## src/verilog/core_settings.svh

```systemverilog
`ifndef CORE_SETTINGS_SVH
`define CORE_SETTINGS_SVH

// width of a register and of an instruction word.
`define XLEN 32

// architectural registers, addressed by 5 bits.
`define REG_COUNT 32

// instruction queue entries, which is also the sender's starting credit count.
`define QUEUE_DEPTH 2

`endif

```

## src/verilog/alu_pkg.sv

```systemverilog
`default_nettype none

package alu_pkg;

    // major opcodes of RV32I. only opc_op and opc_op_imm are executed here.
    typedef enum logic [6:0] {
        opc_load   = 7'b0000011,
        opc_op_imm = 7'b0010011,
        opc_auipc  = 7'b0010111,
        opc_store  = 7'b0100011,
        opc_op     = 7'b0110011,
        opc_lui    = 7'b0110111,
        opc_branch = 7'b1100011,
        opc_jalr   = 7'b1100111,
        opc_jal    = 7'b1101111,
        opc_system = 7'b1110011
    } opcode_e;

    // low three bits follow funct3, bit 3 is funct7 bit 30.
    typedef enum logic [3:0] {
        alu_add  = 4'b0000,
        alu_sll  = 4'b0001,
        alu_slt  = 4'b0010,
        alu_sltu = 4'b0011,
        alu_xor  = 4'b0100,
        alu_srl  = 4'b0101,
        alu_or   = 4'b0110,
        alu_and  = 4'b0111,
        alu_sub  = 4'b1000,
        alu_sra  = 4'b1101
    } alu_op_e;

endpackage

`default_nettype wire

```

## src/verilog/instruction_queue.sv

```systemverilog
`default_nettype none

`include "core_settings.svh"

module instruction_queue #(
    parameter int depth = 2
) (
    input  logic              clk,
    input  logic              reset,
    input  logic              push,
    input  logic [`XLEN-1:0]  push_data,
    input  logic              pop,
    output logic              valid,
    output logic [`XLEN-1:0]  data,
    output logic              credit_return
);

    localparam int ptr_width = (depth > 1) ? $clog2(depth) : 1;
    localparam int count_width = $clog2(depth + 1);
    localparam logic [ptr_width-1:0] last_ptr = ptr_width'(depth - 1);

    logic [`XLEN-1:0]       storage [depth];
    logic [ptr_width-1:0]   write_ptr;
    logic [ptr_width-1:0]   read_ptr;
    logic [count_width-1:0] count;
    logic                   do_pop;

    assign valid = (count != '0);
    assign data = storage[read_ptr];
    assign do_pop = pop & valid; // a pop on an empty queue is ignored.

    always_ff @(posedge clk) begin
        if (push) begin
            storage[write_ptr] <= push_data;
        end
    end

    always_ff @(posedge clk or posedge reset) begin
        if (reset) begin
            write_ptr <= '0;
            read_ptr <= '0;
            count <= '0;
            credit_return <= 1'b0;
        end else begin
            credit_return <= do_pop; // one credit back per entry that leaves.
            if (push) begin
                write_ptr <= (write_ptr == last_ptr) ? '0 : write_ptr + 1'b1;
            end
            if (do_pop) begin
                read_ptr <= (read_ptr == last_ptr) ? '0 : read_ptr + 1'b1;
            end
            case ({push, do_pop})
                2'b10:   count <= count + 1'b1;
                2'b01:   count <= count - 1'b1;
                default: count <= count;
            endcase
        end
    end

endmodule

`default_nettype wire

```

## src/verilog/register_file.sv

```systemverilog
`default_nettype none

`include "core_settings.svh"

module register_file (
    input  logic              clk,
    input  logic              reset,
    input  logic              write_enable,
    input  logic [4:0]        write_address,
    input  logic [`XLEN-1:0]  write_data,
    input  logic [4:0]        read_address_a,
    input  logic [4:0]        read_address_b,
    output logic [`XLEN-1:0]  read_data_a,
    output logic [`XLEN-1:0]  read_data_b
);

    logic [`XLEN-1:0] registers [`REG_COUNT];

    // each register comes out of reset holding its own index.
    always_ff @(posedge clk or posedge reset) begin
        if (reset) begin
            for (int i = 0; i < `REG_COUNT; i++) begin
                registers[i] <= `XLEN'(i);
            end
        end else if (write_enable && (write_address != 5'd0)) begin
            registers[write_address] <= write_data; // x0 is never written.
        end
    end

    // reads see the state before this edge's write.
    assign read_data_a = registers[read_address_a];
    assign read_data_b = registers[read_address_b];

endmodule

`default_nettype wire

```

## src/verilog/instruction_decoder.sv

```systemverilog
`default_nettype none

`include "core_settings.svh"

module instruction_decoder (
    input  logic              clk,
    input  logic              reset,
    input  logic              queue_valid,
    input  logic [`XLEN-1:0]  queue_instr,
    output logic              queue_pop,
    output logic [4:0]        read_address_a,
    output logic [4:0]        read_address_b,
    input  logic [`XLEN-1:0]  read_data_a,
    input  logic [`XLEN-1:0]  read_data_b,
    input  logic              mem_write,
    input  logic [4:0]        mem_rd,
    input  logic [`XLEN-1:0]  mem_data,
    output logic              id_valid,
    output logic              id_write,
    output logic [4:0]        id_rd,
    output logic [4:0]        id_rs1,
    output logic [4:0]        id_rs2,
    output alu_pkg::alu_op_e  id_op,
    output logic              id_use_imm,
    output logic [`XLEN-1:0]  id_imm,
    output logic [`XLEN-1:0]  id_operand_a,
    output logic [`XLEN-1:0]  id_operand_b
);

    import alu_pkg::*;

    opcode_e          opcode;
    logic [2:0]       funct3;
    logic             funct7_b30;
    logic [4:0]       rd;
    logic             is_op;
    logic             is_op_imm;
    logic             is_shift;
    alu_op_e          alu_op;
    logic [`XLEN-1:0] imm;
    logic [`XLEN-1:0] operand_a;
    logic [`XLEN-1:0] operand_b;

    assign queue_pop = queue_valid; // no stalls, so every entry leaves at once.

    assign opcode = opcode_e'(queue_instr[6:0]);
    assign rd = queue_instr[11:7];
    assign funct3 = queue_instr[14:12];
    assign read_address_a = queue_instr[19:15];
    assign read_address_b = queue_instr[24:20];
    assign funct7_b30 = queue_instr[30];

    assign is_op = (opcode == opc_op);
    assign is_op_imm = (opcode == opc_op_imm);
    assign is_shift = (funct3 == 3'b001) || (funct3 == 3'b101);

    always_comb begin
        case (funct3)
            3'b000:  alu_op = (is_op && funct7_b30) ? alu_sub : alu_add;
            3'b001:  alu_op = alu_sll;
            3'b010:  alu_op = alu_slt;
            3'b011:  alu_op = alu_sltu;
            3'b100:  alu_op = alu_xor;
            3'b101:  alu_op = funct7_b30 ? alu_sra : alu_srl;
            3'b110:  alu_op = alu_or;
            default: alu_op = alu_and;
        endcase
    end

    // shift immediates carry only the shift amount.
    assign imm = is_shift ? {{(`XLEN-5){1'b0}}, queue_instr[24:20]}
                          : {{(`XLEN-12){queue_instr[31]}}, queue_instr[31:20]};

    // the value being written this cycle is not yet in the register file.
    assign operand_a = (mem_write && (mem_rd == read_address_a)) ? mem_data : read_data_a;
    assign operand_b = (mem_write && (mem_rd == read_address_b)) ? mem_data : read_data_b;

    always_ff @(posedge clk or posedge reset) begin
        if (reset) begin
            id_valid <= 1'b0;
            id_write <= 1'b0;
        end else begin
            id_valid <= queue_valid;
            id_write <= queue_valid && (is_op || is_op_imm) && (rd != 5'd0);
        end
    end

    always_ff @(posedge clk) begin
        if (queue_valid) begin
            id_rd <= rd;
            id_rs1 <= read_address_a;
            id_rs2 <= read_address_b;
            id_op <= alu_op;
            id_use_imm <= is_op_imm;
            id_imm <= imm;
            id_operand_a <= operand_a;
            id_operand_b <= operand_b;
        end
    end

endmodule

`default_nettype wire

```

## src/verilog/alu.sv

```systemverilog
`default_nettype none

`include "core_settings.svh"

module alu (
    input  alu_pkg::alu_op_e  op,
    input  logic [`XLEN-1:0]  operand_a,
    input  logic [`XLEN-1:0]  operand_b,
    output logic [`XLEN-1:0]  result
);

    import alu_pkg::*;

    logic [4:0] shift_amount;
    logic       less_signed;
    logic       less_unsigned;

    assign shift_amount = operand_b[4:0];
    assign less_signed = $signed(operand_a) < $signed(operand_b);
    assign less_unsigned = operand_a < operand_b;

    always_comb begin
        case (op)
            alu_add:  result = operand_a + operand_b;
            alu_sub:  result = operand_a - operand_b;
            alu_sll:  result = operand_a << shift_amount;
            alu_slt:  result = {{(`XLEN-1){1'b0}}, less_signed};
            alu_sltu: result = {{(`XLEN-1){1'b0}}, less_unsigned};
            alu_xor:  result = operand_a ^ operand_b;
            alu_srl:  result = operand_a >> shift_amount;
            alu_sra:  result = $signed(operand_a) >>> shift_amount; // fills with the sign bit.
            alu_or:   result = operand_a | operand_b;
            alu_and:  result = operand_a & operand_b;
            default:  result = '0;
        endcase
    end

endmodule

`default_nettype wire

```

## src/verilog/execute_stage.sv

```systemverilog
`default_nettype none

`include "core_settings.svh"

module execute_stage (
    input  logic              clk,
    input  logic              reset,
    input  logic              id_valid,
    input  logic              id_write,
    input  logic [4:0]        id_rd,
    input  logic [4:0]        id_rs1,
    input  logic [4:0]        id_rs2,
    input  alu_pkg::alu_op_e  id_op,
    input  logic              id_use_imm,
    input  logic [`XLEN-1:0]  id_imm,
    input  logic [`XLEN-1:0]  id_operand_a,
    input  logic [`XLEN-1:0]  id_operand_b,
    output logic              mem_write,
    output logic [4:0]        mem_rd,
    output logic [`XLEN-1:0]  mem_data
);

    import alu_pkg::*;

    logic [`XLEN-1:0] forward_a;
    logic [`XLEN-1:0] forward_b;
    logic [`XLEN-1:0] alu_b;
    logic [`XLEN-1:0] alu_result;

    // the instruction one ahead has its result only in the EX/MEM register.
    assign forward_a = (mem_write && (mem_rd == id_rs1)) ? mem_data : id_operand_a;
    assign forward_b = (mem_write && (mem_rd == id_rs2)) ? mem_data : id_operand_b;
    assign alu_b = id_use_imm ? id_imm : forward_b;

    alu i_alu (
        .op        (id_op),
        .operand_a (forward_a),
        .operand_b (alu_b),
        .result    (alu_result)
    );

    always_ff @(posedge clk or posedge reset) begin
        if (reset) begin
            mem_write <= 1'b0;
        end else begin
            mem_write <= id_valid && id_write;
        end
    end

    always_ff @(posedge clk) begin
        if (id_valid) begin
            mem_rd <= id_rd;
            mem_data <= alu_result;
        end
    end

endmodule

`default_nettype wire

```

## src/verilog/alu_core.sv

```systemverilog
`default_nettype none

`include "core_settings.svh"

module alu_core (
    input  logic              clk,
    input  logic              reset,
    input  logic              instr_valid,
    input  logic [`XLEN-1:0]  instr,
    output logic              credit_return,
    output logic              retire_valid,
    output logic [4:0]        retire_rd,
    output logic [`XLEN-1:0]  retire_data
);

    import alu_pkg::*;

    logic             queue_valid;
    logic [`XLEN-1:0] queue_instr;
    logic             queue_pop;
    logic [4:0]       read_address_a;
    logic [4:0]       read_address_b;
    logic [`XLEN-1:0] read_data_a;
    logic [`XLEN-1:0] read_data_b;
    logic             id_valid;
    logic             id_write;
    logic [4:0]       id_rd;
    logic [4:0]       id_rs1;
    logic [4:0]       id_rs2;
    alu_op_e          id_op;
    logic             id_use_imm;
    logic [`XLEN-1:0] id_imm;
    logic [`XLEN-1:0] id_operand_a;
    logic [`XLEN-1:0] id_operand_b;
    logic             mem_write;
    logic [4:0]       mem_rd;
    logic [`XLEN-1:0] mem_data;

    // every register write is also a retirement.
    assign retire_valid = mem_write;
    assign retire_rd = mem_rd;
    assign retire_data = mem_data;

    instruction_queue #(
        .depth (`QUEUE_DEPTH)
    ) i_instruction_queue (
        .clk           (clk),
        .reset         (reset),
        .push          (instr_valid),
        .push_data     (instr),
        .pop           (queue_pop),
        .valid         (queue_valid),
        .data          (queue_instr),
        .credit_return (credit_return)
    );

    instruction_decoder i_instruction_decoder (
        .clk            (clk),
        .reset          (reset),
        .queue_valid    (queue_valid),
        .queue_instr    (queue_instr),
        .queue_pop      (queue_pop),
        .read_address_a (read_address_a),
        .read_address_b (read_address_b),
        .read_data_a    (read_data_a),
        .read_data_b    (read_data_b),
        .mem_write      (mem_write),
        .mem_rd         (mem_rd),
        .mem_data       (mem_data),
        .id_valid       (id_valid),
        .id_write       (id_write),
        .id_rd          (id_rd),
        .id_rs1         (id_rs1),
        .id_rs2         (id_rs2),
        .id_op          (id_op),
        .id_use_imm     (id_use_imm),
        .id_imm         (id_imm),
        .id_operand_a   (id_operand_a),
        .id_operand_b   (id_operand_b)
    );

    register_file i_register_file (
        .clk            (clk),
        .reset          (reset),
        .write_enable   (mem_write),
        .write_address  (mem_rd),
        .write_data     (mem_data),
        .read_address_a (read_address_a),
        .read_address_b (read_address_b),
        .read_data_a    (read_data_a),
        .read_data_b    (read_data_b)
    );

    execute_stage i_execute_stage (
        .clk          (clk),
        .reset        (reset),
        .id_valid     (id_valid),
        .id_write     (id_write),
        .id_rd        (id_rd),
        .id_rs1       (id_rs1),
        .id_rs2       (id_rs2),
        .id_op        (id_op),
        .id_use_imm   (id_use_imm),
        .id_imm       (id_imm),
        .id_operand_a (id_operand_a),
        .id_operand_b (id_operand_b),
        .mem_write    (mem_write),
        .mem_rd       (mem_rd),
        .mem_data     (mem_data)
    );

endmodule

`default_nettype wire

```

## config.mk

```make
export PLATFORM = sky130hd
export DESIGN_NAME = alu_core
export DESIGN_NICKNAME = d
export VERILOG_FILES = /design/src/verilog/alu_pkg.sv /design/src/verilog/instruction_queue.sv /design/src/verilog/register_file.sv /design/src/verilog/instruction_decoder.sv /design/src/verilog/alu.sv /design/src/verilog/execute_stage.sv /design/src/verilog/alu_core.sv
export VERILOG_INCLUDE_DIRS = /design/src /design/src/verilog
export SDC_FILE = /design/constraint.sdc
export NUM_CORES = 2
export LEC_CHECK = 0
export BUFFER_PORTS_ARGS = -buffer_cell sky130_fd_sc_hd__buf_2
export CAP_MARGIN = 20
export CORE_UTILIZATION = 40
export DETAILED_ROUTE_END_ITERATION = 6
export PLACE_DENSITY = 0.62
export SYNTH_ARGS = -nofsm -noshare
export SYNTH_HDL_FRONTEND = slang
export SYNTH_SLANG_ARGS = --single-unit
```

## constraint.sdc

```tcl
create_clock -name clk -period 74.2 [get_ports clk]
set_clock_uncertainty 0.05 [all_clocks]
set_input_delay 0 -clock clk [delete_from_list [all_inputs] [get_ports clk]]
set_output_delay 0 -clock clk [all_outputs]
set_load 0.05 [all_outputs]
```

==> results by group <==
Cells and area
  • Final Util: 44.5%
  • Layout net count: 8235
  • Filler Cell Count: 17500
  • Multi-input gate area: 39200 sq um
  • Proportion of layout cells with a drive suffix above 1: 20.4%
  • Sequential standard cell area: 31700 sq um
  • Area Overhead vs Synth: 10.3%

Worst setup path
  • CP Class: register to register
  • Startpoint Class: register
  • CP arrival: 7.25 ns
  • WP data required: 74.73 ns
  • CP Max Fanout: 28
  • Worst Setup End Kind: register

Yosys
  • EDFF count, synth: 192
  • Top FF cell, synth: dfrtp_1
  • Synth warn: 0
  • Asr flop ratio synth: 84.3%
  • Synthesized flop and latch total: 1223
  • Cell variety after synth: 87
  • Top-area cell type share of the netlist area: 32.1%
  • Cell taking the most area after synthesis: dfrtp_1
  • Synth Net Count: 8588
  • Top post-synthesis cells by area: dfrtp_1, mux2_2, nand2_1
  • Seq/Total Area, Yosys: 42.7%
  • Syn Area/Cell: 8.76 sq um
  • Post-Syn Area: 74100 sq um
  • Post-Synthesis Cells: 8453

Clocking
  • Num CTS Buffers: 138
  • Htree depth: 4
  • CTS tree: done
  • Clk_lat worst skew: 0.83 ns
  • Reg clk slew, reported paths: 0.08 ns
  • CTS Sinks: 1223
  • Max Root-Sink Buffers: 3
  • Root buffer cell: clkbuf_16
  • Setup bufs post-CTS: 0

Drt
  • Initial DRC Count: 8703
  • Via count: 67500
  • Vias per cell: 6.32
  • TritonRoute pass-1 iters: 6
  • Remaining DRCs: 0
  • DRT antenna net count: 0
  • Drt total wl: 294 mm
  • Drt wl/cell: 27.5 um

Placed design
  • DP Wirelength: 167 mm
  • Pre-CTS setup slack: 67.66 ns
  • Routability cong.: 1.01
  • Port buffer count: 73

Global route
  • First-pass GRT wire length: 434 mm
  • Vias in the first global route: 64800
  • Gr ovfl total: 0
  • Initial antenna violation count: 13
  • Pin count of the biggest net entering global routing: 152
  • Gr usage total: 30.9%

Floorplan
  • Rows: 157
  • Die Y: 432 um
  • Starting density of the core: 40.4%
  • DIE WIDTH: 432 um
  • Die ar.: 187000 sq um
  • I/O Pins: 74
  • Core ar.: 183000 sq um

Timing
  • Setup violations, final: 0
  • Worst rel slew slack: 19.8%
  • RSZ-0062 raised after global routing: false
  • Slew Limit Fails: 0
  • Post-layout minimum cycle time: 6.72 ns
  • Worst slew pin tran: 1.17 ns
  • Period utilisation layout: 9.05%
  • Max Clock Freq: 149 MHz
  • Final Hold Viols: 0
  • Setup ws final: 67.48 ns
  • Setup tns final: 0 ns

Job
  • Max Cap Viol: 0

Min path
  • Worst Hold Class: primary input to register

Pwr
  • Standby leakage power: 34.7 nW
  • Pwr dens: 43.8 nW/um^2
  • Max VDD drop: 0.0000487 V

Status
  • Status: complete, no violations
-- per-stage QoR --
step                hold slack [ns]  area, sq um  total power [mW]  instances
finish                        0.194        81700              3.58      10700
global route                  0.200        81700              3.71      10700
CTS                           0.157        81700              3.51      10700
detailed placement            0.143        76300              2.79      10400
global placement              0.138        76300              2.79      10400
floorplan                    0.0410        74100              2.07       8453
-- path summary, 6_finish.rpt --
path	startpoint	endpoint	slack, ns	cells past startpoint
hold / removal	instr_valid	i_instruction_queue.storage[0][12]	0.19	4
setup / recovery	i_execute_stage.mem_rd[3]	i_execute_stage.mem_data[0]	67.48	17
max in group asynchronous	reset	i_register_file.registers[676]	70.46	7
min in group asynchronous	reset	i_register_file.registers[16]	0.48	4
hold reg to reg	i_register_file.registers[1019]	i_register_file.registers[1019]	0.35	0
setup reg to reg	i_execute_stage.mem_rd[3]	i_execute_stage.mem_data[0]	67.48	17
-- where the power goes --
part / total, mW / internal [mW] / leakage (nW) / switching, mW
clock network: 0.714 / 0.413 / 2.29 / 0.301
logic: 2.01 / 0.533 / 16.4 / 1.48
registers: 0.853 / 0.785 / 16.0 / 0.0682
-- cells in the final DEF (no fill, tap or decap), drive strengths merged, types with 16 or more instances in the layout --
cell | netlist | layout
clkinv | 2 | 26
mux2 | 1034 | 1034
clkbuf | 733 | 209
inv | 109 | 120
buf | 92 | 264
and3 | 154 | 154
nand3 | 1084 | 1084
nor2b | 16 | 16
mux2i | 74 | 74
a221oi | 29 | 29
a311oi | 330 | 330
xnor2 | 39 | 39
a21oi | 289 | 289
o21a | 22 | 22
o211ai | 30 | 30
ha | 98 | 98
dfrtp | 951 | 951
edfxtp | 192 | 192
a211oi | 28 | 28
dlygate4sd3 | 0 | 68
nand2 | 2242 | 2242
nor2 | 272 | 272
o21ai | 147 | 147
a31oi | 84 | 84
dfstp | 80 | 80
nor3 | 53 | 53
-- state kept, by name (all words and copies together), names as in the netlist, 7 cells and up --
signal	flops
i_execute_stage.mem_data	32
i_instruction_queue.storage	64
i_instruction_decoder.id_operand_b	32
i_instruction_decoder.id_operand_a	32
i_register_file.registers	1024
i_instruction_decoder.id_imm	7
-- layout make-up --
type / instances / share of cell area (%)
Tap cell: 2464 / 3.77
Clock inverter: 47 / 0.709
Clock buffer: 209 / 5.01
Multi-Input combinational cell: 6294 / 48.0
Inverter: 111 / 0.562
Timing Repair Buffer: 332 / 3.18
Antenna cell: 2 / 0.00612
Sequential cell: 1223 / 38.8
-- layer usage --
layer  global-route usage, %  part of all wire (%)  vias to the layer above  wire length, um
met4                    14.4                   4.9                        6            14400
met2                    47.2                    44                     4086           130000
met1                    41.8                    40                    33500           118000
met3                    6.37                    11                      832            31200
met5                       0                 0.016                        -               46
li1                        -                     -                    29100                -
-- critical path, cell delays in order, from the launching register on --
cell and delay (ns):
edfxtp_1 0.63, xnor2_1 0.30, and4_1 0.54, nor2b_4 0.23, buf_4 0.45, mux2i_1 0.24, o21ai_0 0.12, ha_1 0.46
nand2b_1 0.19, o311a_1 0.43, a2111o_1 0.51, a2111oi_2 0.62, o41ai_1 0.27, o21ai_2 0.36, a31oi_1 0.21, o41ai_1 0.45
a21oi_1 0.14, a311o_1 0.29
-- logic make-up (layout without fill, tap and decap cells) --
| family | Yosys count | in the layout | share of synthesized area [%] |
|---|---|---|---|
| XOR/XNOR | 48 | 48 | 0.567 |
| adder cells (fa/ha/maj) | 100 | 100 | 1.71 |
| other | 0 | 2 | 0 |
| flip-flops | 1223 | 1223 | 42.7 |
| AND/OR/NAND/NOR | 3900 | 3900 | 22.6 |
| AO/OA/AOI/OAI | 1135 | 1135 | 10.7 |
| multiplexers | 1111 | 1111 | 16.8 |
| buffers and inverters | 936 | 699 | 4.82 |
-- Yosys cell counts (all sizes together), types with 22 or more instances --
library cell  number
a211oi            28
a21oi            289
a221oi            29
a311oi           330
a31oi             84
and3             154
buf               92
clkbuf           733
dfrtp            951
dfstp             80
edfxtp           192
ha                98
inv              109
mux2            1034
mux2i             74
nand2           2242
nand3           1084
nor2             272
nor3              53
o211ai            30
o21a              22
o21ai            147
xnor2             39
-- what timing repair did --
| item | CTS | global route |
|---|---|---|
| gates resized for setup | 0 | 0 |
| hold buffers | 68 | 0 |
| hold endpoints to repair | 232 | 0 |
| setup endpoints to repair | 0 | 0 |
(Power assumes the default switching activity.)
